--- config.mk ---
export PLATFORM = sky130hd
export DESIGN_NAME = ddr3_ctrl_top
export DESIGN_NICKNAME = d
export VERILOG_FILES = /design/src/ddr3_pkg.sv /design/src/ddr3_sequencer.sv /design/src/ddr3_cmd_encode.sv /design/src/ddr3_data_path.sv /design/src/ddr3_ctrl_top.sv
export SDC_FILE = /design/constraint.sdc
export NUM_CORES = 1
export LEC_CHECK = 0
export BUFFER_PORTS_ARGS = -buffer_cell sky130_fd_sc_hd__buf_2
export CORE_UTILIZATION = 58
export DETAILED_ROUTE_END_ITERATION = 6
export PLACE_DENSITY = 0.85
export SYNTH_ARGS = -nofsm -noshare
export SYNTH_HDL_FRONTEND = slang
export SYNTH_SLANG_ARGS = --single-unit
--- constraint.sdc ---
create_clock -name clk -period 6.58 [get_ports clk]
set_input_delay 0.329 -clock clk [delete_from_list [all_inputs] [get_ports clk]]
set_output_delay 0.329 -clock clk [all_outputs]
set_load 0.03 [all_outputs]
--- src/ddr3_pkg.sv ---
package ddr3_pkg;

    ////////////////////
    // Widths

    localparam int ROW_W  = 15;  // Row address
    localparam int COL_W  = 10;  // Column address
    localparam int BANK_W = 3;   // Eight banks
    localparam int DATA_W = 8;   // One x8 lane
    localparam int ADDR_W = 15;  // A[14:0] on the pins

    ////////////////////
    // Default timing, all in clk cycles

    localparam int T_RST_DEF  = 17;    // Reset pin held low
    localparam int T_INIT_DEF = 1024;  // Wait after reset release, before ZQCL
    localparam int T_RFC_DEF  = 90;    // Refresh to next command
    localparam int T_RCD_DEF  = 5;     // Activate to column command
    localparam int WL_DEF     = 5;     // Write latency, AL + CWL
    localparam int RL_DEF     = 5;     // Read latency, AL + CL
    localparam int T_WR_DEF   = 5;     // Write recovery before precharge

    localparam int BURST_BEATS  = 4;  // Strobe cycles per burst
    localparam int CAPTURE_BEAT = 1;  // Read byte is taken on this beat

    ////////////////////
    // Enums

    typedef enum logic [3:0] {
        reset_hold,
        init_wait,
        zq_cal,
        idle,
        refreshing,
        refresh_wait,
        activating,
        bank_active,
        col_cmd,
        latency_wait,
        burst,
        write_recovery,
        precharging
    } seq_state_t;

    // Commands handed from the FSM to the pin encoder
    typedef enum logic [2:0] {
        cmd_nop,
        cmd_zqcl,
        cmd_refresh,
        cmd_activate,
        cmd_write,
        cmd_read,
        cmd_precharge
    } dram_cmd_t;

    typedef enum logic [1:0] {
        op_write,
        op_read,
        op_refresh
    } op_t;

endpackage

--- src/ddr3_sequencer.sv ---
module ddr3_sequencer
    import ddr3_pkg::*;
#(
    parameter int T_RST  = T_RST_DEF,
    parameter int T_INIT = T_INIT_DEF,
    parameter int T_RFC  = T_RFC_DEF,
    parameter int T_RCD  = T_RCD_DEF,
    parameter int WL     = WL_DEF,
    parameter int RL     = RL_DEF,
    parameter int T_WR   = T_WR_DEF
) (
    input  logic              clk,
    input  logic              rst,
    // User request
    input  logic              req,
    input  op_t               op,
    input  logic [ROW_W-1:0]  row,
    input  logic [COL_W-1:0]  col,
    input  logic [BANK_W-1:0] bank,
    input  logic [DATA_W-1:0] wdata,
    input  logic              burst_done,  // Last beat from the data path
    output logic              ack,
    output logic              done,
    output logic              init_done,
    // DRAM control
    output logic              ddr_reset_n,
    output dram_cmd_t         cmd,
    output logic [ROW_W-1:0]  cmd_row,
    output logic [COL_W-1:0]  cmd_col,
    output logic [BANK_W-1:0] cmd_bank,
    // Data path control
    output logic              burst_start,
    output logic              burst_write,
    output logic [DATA_W-1:0] burst_wdata
);

    localparam int CNT_W = 16;  // Wide enough for T_INIT

    seq_state_t state;
    logic [CNT_W-1:0] cnt;  // Shared down-counter, loaded on state entry
    logic refresh_again;

    // Request fields latched at ack
    op_t op_q;
    logic [ROW_W-1:0] row_q;
    logic [COL_W-1:0] col_q;
    logic [BANK_W-1:0] bank_q;
    logic [DATA_W-1:0] wdata_q;

    ////////////////////
    // Handshake

    assign ack = (state == idle) && req && init_done;
    assign refresh_again = req && (op == op_refresh);  // Still held when tRFC runs out

    always_ff @(posedge clk) begin
        if (ack) begin
            op_q    <= op;
            row_q   <= row;
            col_q   <= col;
            bank_q  <= bank;
            wdata_q <= wdata;
        end
    end

    ////////////////////
    // State machine

    always_ff @(posedge clk) begin
        if (rst) begin
            state     <= reset_hold;
            cnt       <= CNT_W'(T_RST - 1);
            init_done <= 1'b0;
            done      <= 1'b0;
        end else begin
            done <= 1'b0;  // Pulse
            case (state)
                reset_hold: begin  // DRAM reset pin low
                    if (cnt == '0) begin
                        state <= init_wait;
                        cnt   <= CNT_W'(T_INIT - 1);
                    end else begin
                        cnt <= cnt - 1'b1;
                    end
                end
                init_wait: begin
                    if (cnt == '0)
                        state <= zq_cal;
                    else
                        cnt <= cnt - 1'b1;
                end
                zq_cal: begin  // One ZQCL, then open for requests
                    state     <= idle;
                    init_done <= 1'b1;
                end
                idle: begin
                    if (ack) begin
                        if (op == op_refresh)  // Refresh first
                            state <= refreshing;
                        else
                            state <= activating;
                    end
                end
                refreshing: begin
                    state <= refresh_wait;
                    cnt   <= CNT_W'(T_RFC - 2);  // Next command T_RFC after this one
                end
                refresh_wait: begin
                    if (cnt != '0) begin
                        cnt <= cnt - 1'b1;
                    end else if (refresh_again) begin
                        state <= refreshing;  // Back to back, no new ack
                    end else begin
                        state <= idle;
                        done  <= 1'b1;
                    end
                end
                activating: begin
                    state <= bank_active;
                    cnt   <= CNT_W'(T_RCD - 2);
                end
                bank_active: begin  // tRCD
                    if (cnt == '0)
                        state <= col_cmd;
                    else
                        cnt <= cnt - 1'b1;
                end
                col_cmd: begin
                    state <= latency_wait;
                    // Reads and writes share the wait, only the length differs
                    cnt   <= (op_q == op_read) ? CNT_W'(RL - 1) : CNT_W'(WL - 1);
                end
                latency_wait: begin
                    if (cnt == '0)
                        state <= burst;
                    else
                        cnt <= cnt - 1'b1;
                end
                burst: begin  // Data path counts the beats
                    if (burst_done) begin
                        state <= write_recovery;
                        cnt   <= CNT_W'(T_WR - 2);
                    end
                end
                write_recovery: begin
                    if (cnt == '0)
                        state <= precharging;
                    else
                        cnt <= cnt - 1'b1;
                end
                precharging: begin
                    state <= idle;
                    done  <= 1'b1;
                end
                default: state <= reset_hold;
            endcase
        end
    end

    assign ddr_reset_n = (state != reset_hold);

    ////////////////////
    // Command select

    always_comb begin
        case (state)
            zq_cal:      cmd = cmd_zqcl;
            refreshing:  cmd = cmd_refresh;
            activating:  cmd = cmd_activate;
            col_cmd:     cmd = (op_q == op_read) ? cmd_read : cmd_write;
            precharging: cmd = cmd_precharge;
            default:     cmd = cmd_nop;
        endcase
    end

    assign cmd_row  = row_q;
    assign cmd_col  = col_q;
    assign cmd_bank = bank_q;

    assign burst_start = (state == latency_wait) && (cnt == '0);  // Last latency cycle
    assign burst_write = (op_q == op_write);
    assign burst_wdata = wdata_q;

    ////////////////////
    // Checks

    // Every ack moves the FSM out of idle on the next edge
    a_ack_idle: assert property (@(posedge clk) disable iff (rst)
        ack |-> (state == idle) ##1 (state != idle));

    // No request is taken until ZQ calibration has gone out
    a_no_early_ack: assert property (@(posedge clk) disable iff (rst)
        (state inside {reset_hold, init_wait, zq_cal}) |-> !ack && !init_done);

    // Burst starts only from the latency wait and ends on the data path's last beat
    a_burst_from_wait: assert property (@(posedge clk) disable iff (rst)
        burst_start |-> (state == latency_wait) ##BURST_BEATS burst_done);

endmodule

--- src/ddr3_cmd_encode.sv ---
module ddr3_cmd_encode
    import ddr3_pkg::*;
(
    input  logic              clk,
    input  logic              rst,
    input  dram_cmd_t         cmd,
    input  logic [ROW_W-1:0]  cmd_row,
    input  logic [COL_W-1:0]  cmd_col,
    input  logic [BANK_W-1:0] cmd_bank,
    output logic              cs_n,
    output logic              ras_n,
    output logic              cas_n,
    output logic              we_n,
    output logic [ADDR_W-1:0] addr,
    output logic [BANK_W-1:0] ba,
    output logic              dm
);

    localparam logic [ADDR_W-1:0] A10_HIGH = ADDR_W'(1) << 10;  // All banks, or ZQ long

    dram_cmd_t cmd_q;
    logic [3:0] pins;  // {cs_n, ras_n, cas_n, we_n}

    always_ff @(posedge clk) begin
        if (rst) begin
            cmd_q <= cmd_nop;
            dm    <= 1'b1;  // Masked until a column command
        end else begin
            cmd_q <= cmd;
            case (cmd)
                cmd_write, cmd_read:         dm <= 1'b0;
                cmd_activate, cmd_precharge: dm <= 1'b1;
                default: ;
            endcase
        end
    end

    // Address and bank ride along with the command
    always_ff @(posedge clk) begin
        ba <= cmd_bank;
        case (cmd)
            cmd_activate: addr <= ADDR_W'(cmd_row);
            // A10 low for no auto precharge, A12 low for BC4
            cmd_write, cmd_read: addr <= ADDR_W'(cmd_col);
            cmd_precharge, cmd_refresh, cmd_zqcl: addr <= A10_HIGH;
            default: ;  // Hold last value on NOP
        endcase
    end

    ////////////////////
    // JEDEC pin decode

    always_comb begin
        case (cmd_q)
            cmd_nop:       pins = 4'b0111;
            cmd_zqcl:      pins = 4'b0110;
            cmd_refresh:   pins = 4'b0001;
            cmd_activate:  pins = 4'b0011;
            cmd_write:     pins = 4'b0100;
            cmd_read:      pins = 4'b0101;
            cmd_precharge: pins = 4'b0010;
            default:       pins = 4'b1111;  // Deselect
        endcase
    end

    assign {cs_n, ras_n, cas_n, we_n} = pins;

    // Sequencer only ever hands over legal commands
    a_cs_low: assert property (@(posedge clk) disable iff (rst) !cs_n);

endmodule

--- src/ddr3_data_path.sv ---
module ddr3_data_path
    import ddr3_pkg::*;
(
    input  logic              clk,
    input  logic              rst,
    input  logic              burst_start,
    input  logic              burst_write,
    input  logic [DATA_W-1:0] burst_wdata,
    input  logic [DATA_W-1:0] dq_in,
    output logic              burst_done,
    output logic [DATA_W-1:0] dq_out,
    output logic              dq_oe,
    output logic              dqs_out,
    output logic              dqs_oe,
    output logic [DATA_W-1:0] rdata
);

    localparam int BEAT_W = $clog2(BURST_BEATS + 1);

    logic active;  // Burst in progress
    logic wr_q;    // Direction of the current burst
    logic [BEAT_W-1:0] beat;
    logic last_beat;

    assign last_beat  = active && (beat == BEAT_W'(BURST_BEATS - 1));
    assign burst_done = last_beat;

    ////////////////////
    // Beat counter and strobe

    always_ff @(posedge clk) begin
        if (rst) begin
            active  <= 1'b0;
            wr_q    <= 1'b0;
            beat    <= '0;
            dqs_out <= 1'b0;
        end else if (burst_start) begin
            active  <= 1'b1;
            wr_q    <= burst_write;
            beat    <= '0;
            dqs_out <= 1'b1;  // First beat high
        end else if (active) begin
            beat    <= beat + 1'b1;
            dqs_out <= ~dqs_out;  // Toggle each beat
            if (last_beat) begin
                active  <= 1'b0;
                dqs_out <= 1'b0;  // Park low after the burst
            end
        end
    end

    assign dqs_oe = active;
    assign dq_oe  = active && wr_q;  // DQ is driven on writes only

    ////////////////////
    // Data

    // Write byte is held for every beat of the burst
    always_ff @(posedge clk) begin
        if (burst_start && burst_write)
            dq_out <= burst_wdata;
    end

    always_ff @(posedge clk) begin
        if (active && !wr_q && (beat == BEAT_W'(CAPTURE_BEAT)))
            rdata <= dq_in;  // One byte per read
    end

    // A read burst never turns the DQ drivers on
    a_no_dq_on_read: assert property (@(posedge clk) disable iff (rst)
        (burst_start && !burst_write) |=> !dq_oe [*BURST_BEATS]);

endmodule

--- src/ddr3_ctrl_top.sv ---
module ddr3_ctrl_top
    import ddr3_pkg::*;
#(
    parameter int T_RST  = T_RST_DEF,
    parameter int T_INIT = T_INIT_DEF,
    parameter int T_RFC  = T_RFC_DEF,
    parameter int T_RCD  = T_RCD_DEF,
    parameter int WL     = WL_DEF,
    parameter int RL     = RL_DEF,
    parameter int T_WR   = T_WR_DEF
) (
    input  logic              clk,
    input  logic              rst,
    // User side
    input  logic              req,
    input  op_t               op,
    input  logic [ROW_W-1:0]  row,
    input  logic [COL_W-1:0]  col,
    input  logic [BANK_W-1:0] bank,
    input  logic [DATA_W-1:0] wdata,
    output logic              ack,
    output logic              done,
    output logic [DATA_W-1:0] rdata,
    output logic              init_done,
    // DRAM side
    output logic              ddr_reset_n,
    output logic              cs_n,
    output logic              ras_n,
    output logic              cas_n,
    output logic              we_n,
    output logic [ADDR_W-1:0] addr,
    output logic [BANK_W-1:0] ba,
    output logic              dm,
    output logic [DATA_W-1:0] dq_out,
    output logic              dq_oe,
    input  logic [DATA_W-1:0] dq_in,
    output logic              dqs_out,
    output logic              dqs_oe
);

    // Sequencer to encoder
    dram_cmd_t cmd;
    logic [ROW_W-1:0] cmd_row;
    logic [COL_W-1:0] cmd_col;
    logic [BANK_W-1:0] cmd_bank;

    // Sequencer to data path
    logic burst_start;
    logic burst_write;
    logic burst_done;
    logic [DATA_W-1:0] burst_wdata;

    ddr3_sequencer #(
        .T_RST  (T_RST),
        .T_INIT (T_INIT),
        .T_RFC  (T_RFC),
        .T_RCD  (T_RCD),
        .WL     (WL),
        .RL     (RL),
        .T_WR   (T_WR)
    ) u_seq (
        .clk         (clk),
        .rst         (rst),
        .req         (req),
        .op          (op),
        .row         (row),
        .col         (col),
        .bank        (bank),
        .wdata       (wdata),
        .burst_done  (burst_done),
        .ack         (ack),
        .done        (done),
        .init_done   (init_done),
        .ddr_reset_n (ddr_reset_n),
        .cmd         (cmd),
        .cmd_row     (cmd_row),
        .cmd_col     (cmd_col),
        .cmd_bank    (cmd_bank),
        .burst_start (burst_start),
        .burst_write (burst_write),
        .burst_wdata (burst_wdata)
    );

    ddr3_cmd_encode u_enc (
        .clk      (clk),
        .rst      (rst),
        .cmd      (cmd),
        .cmd_row  (cmd_row),
        .cmd_col  (cmd_col),
        .cmd_bank (cmd_bank),
        .cs_n     (cs_n),
        .ras_n    (ras_n),
        .cas_n    (cas_n),
        .we_n     (we_n),
        .addr     (addr),
        .ba       (ba),
        .dm       (dm)
    );

    ddr3_data_path u_dp (
        .clk         (clk),
        .rst         (rst),
        .burst_start (burst_start),
        .burst_write (burst_write),
        .burst_wdata (burst_wdata),
        .dq_in       (dq_in),
        .burst_done  (burst_done),
        .dq_out      (dq_out),
        .dq_oe       (dq_oe),
        .dqs_out     (dqs_out),
        .dqs_oe      (dqs_oe),
        .rdata       (rdata)
    );

endmodule

==> flow_summary.json, run 1 <==
{
  "peakVddDrop_mv": 0.2436,
  "synthAdderAreaFrac": 0.01178,
  "worstReg2RegEnd": "u_dp.dq_out[6]",
  "maxCapViolations": 0,
  "rows": 30,
  "post_cts.repair.setup_buffers": 0,
  "worst_setup_hold_path_clk_slew_ns": 0.11,
  "setup_tns_ns": 0,
  "critical_path.endpoint": "u_dp.dq_out[6]",
  "ys_async_sr_fraction": 0,
  "holdBufCountCts": 0,
  "critical_path_class": "reg2reg",
  "rrSetupSlack_ns": 3.43,
  "tritoncts_clock_tree": "yes",
  "critical-path-max-stage-delay_ns": 0.88,
  "cp-startpoint": "u_seq.cnt[0]",
  "power.share.switching": 0.3892,
  "worstPathBufferInverterCount": 1,
  "critPathSlowestCell": "nor3_1",
  "drc_errors": 0,
  "finalCriticalPeriod_ns": 3.154,
  "clock_insertion_delay_worst_skew_ns": 0.37,
  "post_cts_resize_count": 0,
  "synth_seq_cells": 104,
  "fmax_mhz": 317.0,
  "cts_buffers": 9,
  "power_density_mw_per_mm2": 396.6,
  "floorplan.initialDensity": 0.6121,
  "report.final.setup_viol": 0,
  "port_buffers": 94,
  "cts.root.buffer_cell": "clkbuf_8",
  "placedCellCount": 537,
  "io_pins": 95,
  "die_h_um": 87.61,
  "run_status": "complete, no violations",
  "design_power_total_mw": 1.982,
  "wirelength_um": 8618,
  "cts_num_sinks": 104,
  "ctsHtreeMaxLevel": 3,
  "post-synth-top-area-cell": "edfxtp_1",
  "gp_routability_congestion": 0.9196,
  "sort_of_element_at_the_end_of_the_critical_path": "flop",
  "syn_inst": 364,
  "cell_internal_pwr_mw": 1.211,
  "critical_path_depth": 6,
  "combinational_family_with_the_most_area_after_synthesis": "simple AND/OR/NAND/NOR gates",
  "grt_setup_unrepaired": "no",
  "synth_area_mm2": 0.004250,
  "layout.cells.most_common": "buf_2",
  "r2r.worst_path.cells": 6,
  "grt_use_total": 0.2334,
  "worst_pin_slew_ns": 1.047,
  "number_of_nets_in_the_finished_design": 505,
  "routed_via_count": 3218,
  "ys_top_cells_by_area": "edfxtp_1 (49%), dfxtp_1 (16%), a21oi_1 (3.3%)",
  "fin_crit_sh": 0.4794,
  "cp_cell_sequence": "inv_1, ha_1, nor3b_1, and3_1, nand4_1, nor3_1",
  "drt_pre_antenna_iters": 4,
  "final_core_util": 0.7198,
  "power.net_switching_mw": 0.7716,
  "drt-wirelength-per-cell_um": 15.58,
  "synth_fp_nets": 417,
  "worstPathArrival_ns": 3.14,
  "via_per_inst": 5.819,
  "drive_gt1_frac": 0.2648,
  "slew_violations": 0,
  "post_synthesis_xor_xnor_area_fraction": 0.008243,
  "area_growth_syn_to_layout_pct": 17.60,
  "worstSetupStartpointType": "flop",
  "synthSimpleGateAreaFrac": 0.1487,
  "synth_area_per_cell_um2": 11.68,
  "holdCritPathClass": "in2reg",
  "fin_worst_skew_ns": 0.01433,
  "timing_hold_violations_final": 0,
  "place_ws_ns": 3.477,
  "combPwrFrac": 0.349,
  "dieArea_mm2": 0.007675,
  "non_filler_instance_count_after_layout": 553,
  "slew_headroom": 0.2966,
  "chipWidth_um": 87.61,
  "critPathTopFamily": "simple AND/OR/NAND/NOR gates",
  "cellLeakagePower_nw": 1.864,
  "synth_seq_area_share": 0.6523,
  "synth_warn": 0,
  "ant_cells": 0,
  "grt_start_max_net_pins": 40,
  "grt_pass1_vias": 2856,
  "area_fraction_of_the_dominant_cell_type_after_synthesis": 0.4875,
  "ys_dominant_reg_cell": "edfxtp_1",
  "final_cell_mix": "buf_2 (94), edfxtp_1 (69), dfxtp_1 (35)",
  "synthDistinctLibCells": 49,
  "setup_slack_ns": 3.426,
  "gr-total-overflow": 0,
  "core_mm2": 0.006944,
  "grt_pass1_wl_um": 13370,
  "seq_power_share": 0.445,
  "synth-edff-count": 69,
  "cp_max_fo": 10,
  "clockPowerShare": 0.206,
  "synth.area.mux_share": 0.007065,
  "cts.path.max_buffers": 2,
  "detailed_place_hpwl_um": 5851,
  "initial_antenna_violation_count": 0,
  "detail_route.iter0.violations": 307,
  "ant_nets": 0,
  "crit-reg2reg-launch": "u_seq.cnt[0]",
  "synth_area_in_compound_gates": 0.1457,
  "timing.critical_path.required_ns": 6.56
}
-- how the worst min path moves through the flow --
stage	startpoint	endpoint	cells after the start
6_report	row[6]	u_seq.cmd_row[6]	1
5_1_grt	bank[1]	u_seq.cmd_bank[1]	1
4_1_cts	bank[1]	u_seq.cmd_bank[1]	1
3_5_place_dp	u_seq.cmd_bank[1]	u_enc.ba[1]	0
3_3_place_gp	u_seq.cmd_bank[1]	u_enc.ba[1]	0
2_1_floorplan	u_seq.cmd_bank[0]	u_enc.ba[0]	0
-- metrics by stage --
stage          hold slack, ns  instance area [um^2]
5_1_grt                0.1143                  4999
6_report               0.1272                  4999
3_5_place_dp           0.3333                  4790
2_1_floorplan          0.3233                  4250
3_3_place_gp           0.3270                  4790
4_1_cts                0.1202                  4999
-- Yosys cell counts (4+ instances only) --
cell type / instances
clkbuf_1: 13
nor3_1: 13
dfxtp_1: 35
a211oi_1: 5
edfxtp_1: 69
nor2b_1: 4
a22o_1: 10
xnor2_1: 4
a31oi_1: 6
nand2b_1: 5
and2_1: 5
ha_1: 4
nand3_1: 12
nand2_1: 32
inv_1: 10
buf_1: 4
a21oi_1: 28
o21ai_0: 23
a221oi_1: 4
nor2_1: 31
and3_1: 4
nor4_1: 6
-- registers in the layout (all words and copies together) (netlist names), 4 cells and up --
name and flops:
u_dp.dq_out 8, u_seq.cmd_row 15, u_seq.cnt 16, u_seq.cmd_col 10, u_dp.rdata 8, u_seq.state 4, u_seq.burst_wdata 8, u_enc.addr 15
-- worst register-to-register path, cell delays in order (launching register included) --
cell and delay (ns):
dfxtp_1 0.35, inv_1 0.11, ha_1 0.26, nor3b_1 0.45, and3_1 0.45, nand4_1 0.29
nor3_1 0.88
-- kinds of logic after synthesis --
group	count (synthesis)
buffers and inverters	29
XOR/XNOR	4
AO/OA/AOI/OAI	94
flip-flops	104
AND/OR/NAND/NOR	126
adder cells (fa/ha/maj)	4
multiplexers	3
-- metal layers --
layer,routed length (um),vias to the layer above,GRT usage
met5,0,-,0
met1,3719,1518,0.3034
li1,-,1536,-
met3,581,19,0.05938
met4,167,0,0.08644
met2,4149,145,0.3821
-- layout make-up --
| cell class | instances | area [um^2] |
|---|---|---|
| Timing Repair Buffer | 96 | 485.5 |
| Clock inverter | 7 | 85.08 |
| Sequential cell | 104 | 2773 |
| Inverter | 10 | 37.54 |
| Clock buffer | 9 | 123.9 |
| Tap cell | 96 | 120.1 |
| Multi-Input combinational cell | 231 | 1374 |
| Fill cell | 479 | 1946 |
-- power by group through the flow --
stage	Combinational (mW)	Clock (mW)	Sequential (mW)
floorplan	0.469	0	0.930
global route	0.758	0.437	0.894
detailed placement	0.678	0	0.892
finish	0.692	0.408	0.883
global placement	0.669	0	0.890
CTS	0.685	0.415	0.879
Note: power is estimated with default switching activity, not from simulation.
==> run 2, diff against run 1 <==
--- a/config.mk
+++ b/config.mk
@@ -6,9 +6,9 @@
 export NUM_CORES = 1
 export LEC_CHECK = 0
 export BUFFER_PORTS_ARGS = -buffer_cell sky130_fd_sc_hd__buf_2
-export CORE_UTILIZATION = 58
+export CORE_UTILIZATION = 54
 export DETAILED_ROUTE_END_ITERATION = 6
-export PLACE_DENSITY = 0.85
+export PLACE_DENSITY = 0.8
 export SYNTH_ARGS = -nofsm -noshare
 export SYNTH_HDL_FRONTEND = slang
 export SYNTH_SLANG_ARGS = --single-unit
==> constraint.sdc (replaced) <==
create_clock -name clk -period 3 [get_ports clk]
set_input_delay 0.15 -clock clk [delete_from_list [all_inputs] [get_ports clk]]
set_output_delay 0.15 -clock clk [all_outputs]
set_load 0.03 [all_outputs]
==> flow_summary.json, run 2 (synthesis gave the netlist of run 1 again) <==
{
  "layout.area.seq_mm2": 0.002773,
  "worstPathArrival_ns": 2.93,
  "post_cts.repair.setup_buffers": 0,
  "slew_headroom": 0.3458,
  "crit-reg2reg-launch": "u_seq.cnt[0]",
  "io_pins": 95,
  "grt_pass1_wl_um": 16910,
  "top_register": "u_seq.cnt",
  "grt_setup_unrepaired": "no",
  "post_cts_resize_count": 0,
  "floorplan.initialDensity": 0.5707,
  "largest_register_ffs": 16,
  "worstSetupStartpointType": "flop",
  "clock_insertion_delay_worst_skew_ns": 0.37,
  "fmax_mhz": 372.2,
  "non_filler_instance_count_after_layout": 611,
  "number_of_nets_in_the_finished_design": 559,
  "holdCritPathClass": "in2reg",
  "drive_gt1_frac": 0.2524,
  "grt_use_total": 0.2671,
  "r2r.worst_path.cells": 8,
  "finalCriticalPeriod_ns": 2.687,
  "rows": 31,
  "run_status": "complete, no violations",
  "maxCapViolations": 0,
  "multiInputGateArea_mm2": 0.001374,
  "sort_of_element_at_the_end_of_the_critical_path": "flop",
  "ctsHtreeMaxLevel": 3,
  "drt-wirelength-per-cell_um": 17.13,
  "report.final.setup_viol": 0,
  "initial_antenna_violation_count": 1,
  "worst_pin_slew_ns": 0.9768,
  "timing_hold_violations_final": 0,
  "layout.cells.most_common": "buf_2",
  "via_per_inst": 5.728,
  "port_buffers": 94,
  "core_mm2": 0.007447,
  "setup_tns_ns": 0,
  "whs_endpoint": "u_seq.init_done",
  "n_fill_cell": 491,
  "final_cell_mix": "buf_2 (94), edfxtp_1 (69), dlygate4sd3_1 (46)",
  "timing.critical_path.required_ns": 3.24,
  "dieArea_mm2": 0.008230,
  "cts.path.max_buffers": 2,
  "cts.root.buffer_cell": "clkbuf_8",
  "area_growth_syn_to_layout_pct": 30.56,
  "tritoncts_clock_tree": "yes",
  "fin_worst_skew_ns": 0.01277,
  "wirelength_um": 10470,
  "cellLeakagePower_nw": 2.113,
  "fin_crit_sh": 0.8956,
  "detail_route.iter0.violations": 416,
  "power_density_mw_per_mm2": 819.8,
  "design_power_total_mw": 4.549,
  "cts_num_sinks": 104,
  "hold_critical_path_depth": 2,
  "die_h_um": 90.72,
  "grt_start_max_net_pins": 34,
  "detailed_place_hpwl_um": 6056,
  "worst_setup_hold_path_clk_slew_ns": 0.11,
  "drc_errors": 0,
  "gr-total-overflow": 0,
  "worstReg2RegEnd": "u_seq.cnt[8]",
  "cp_max_fo": 14,
  "routed_via_count": 3500,
  "critical_path_class": "reg2reg",
  "ant_nets": 0,
  "cts_buffers": 9,
  "drt_pre_antenna_iters": 6,
  "chipWidth_um": 90.72,
  "placedCellCount": 548,
  "gp_routability_congestion": 0.8617,
  "hold_start": "rst",
  "peakVddDrop_mv": 0.5942,
  "grt_pass1_vias": 3407,
  "slew_violations": 0,
  "rrSetupSlack_ns": 0.31
}
[run 2: changes by cell type in the layout (fill, tap and decap cells not counted), sizes merged]
cell	delta
dlygate4sd3	+46
buf	+8
bufinv	+1
clkinv	-1
clkinvlp	-1
diode	+1
inv	+1
[run 2: what timing repair did]
item / in CTS / in global routing
endpoints found under the setup margin: 0 / 0
hold endpoints to repair: 46 / 0
hold buffers: 46 / 0
[run 2: per-layer routing]
metal / vias up / share of wire / wire length [um] / GRT usage
li1: 1644 / - / - / -
met2: 233 / 0.51 / 5370 / 0.4760
met4: 0 / 0.023 / 245 / 0.1035
met5: - / 0 / 0 / 0
met1: 1594 / 0.36 / 3814 / 0.3102
met3: 29 / 0.099 / 1037 / 0.06145
[run 2: worst max-delay path, cell delays in order, from the launching register on]
cell	delay, ns
dfxtp_1	0.39
inv_1	0.10
ha_1	0.27
nor3b_1	0.20
and3_1	0.28
a31oi_1	0.84
o21ai_0	0.20
a22oi_1	0.22
nor2_1	0.06
[run 2: how the worst max path moves through the flow]
stage,from,to,cells past startpoint
after detailed placement,u_seq.cnt[0],u_seq.cnt[8],8
after global placement,u_seq.cnt[0],u_seq.cnt[8],8
after floorplan,u_seq.state[0],u_seq.burst_wdata[0],4
final,u_seq.cnt[0],u_seq.cnt[8],8
after global routing,u_seq.cnt[0],u_seq.cnt[2],7
after CTS,u_seq.cnt[0],u_seq.cnt[8],8
[run 2: final cells by class]
type | instances | share of cell area
timing repair buffer | 150 | 0.1813
clock inverter | 7 | 0.01962
sequential | 104 | 0.4997
inverter | 10 | 0.006764
multi-input combinational | 231 | 0.2476
tap | 99 | 0.02232
clock buffer | 9 | 0.02232
antenna | 1 | 0.0004510
[run 2: stage by stage]
step / util / hold WS, ns / cell area, um^2 / setup WS (ns)
after floorplan: - / 0.2489 / 4253 / 0.3225
after global placement: 0.6517 / 0.3266 / 4853 / 0.4872
after detailed placement: 0.6517 / 0.3281 / 4853 / 0.3971
after CTS: 0.7448 / 0.2679 / 5547 / 0.3748
after global routing: 0.7451 / 0.3064 / 5549 / 0.03762
final: 0.7451 / 0.2756 / 5549 / 0.3131
[run 2: report_power, final]
group / switching (mW) / internal (mW)
logic: 1.08 / 0.579
clock network: 0.502 / 0.489
registers: 0.161 / 1.74
total: 1.74 / 2.81
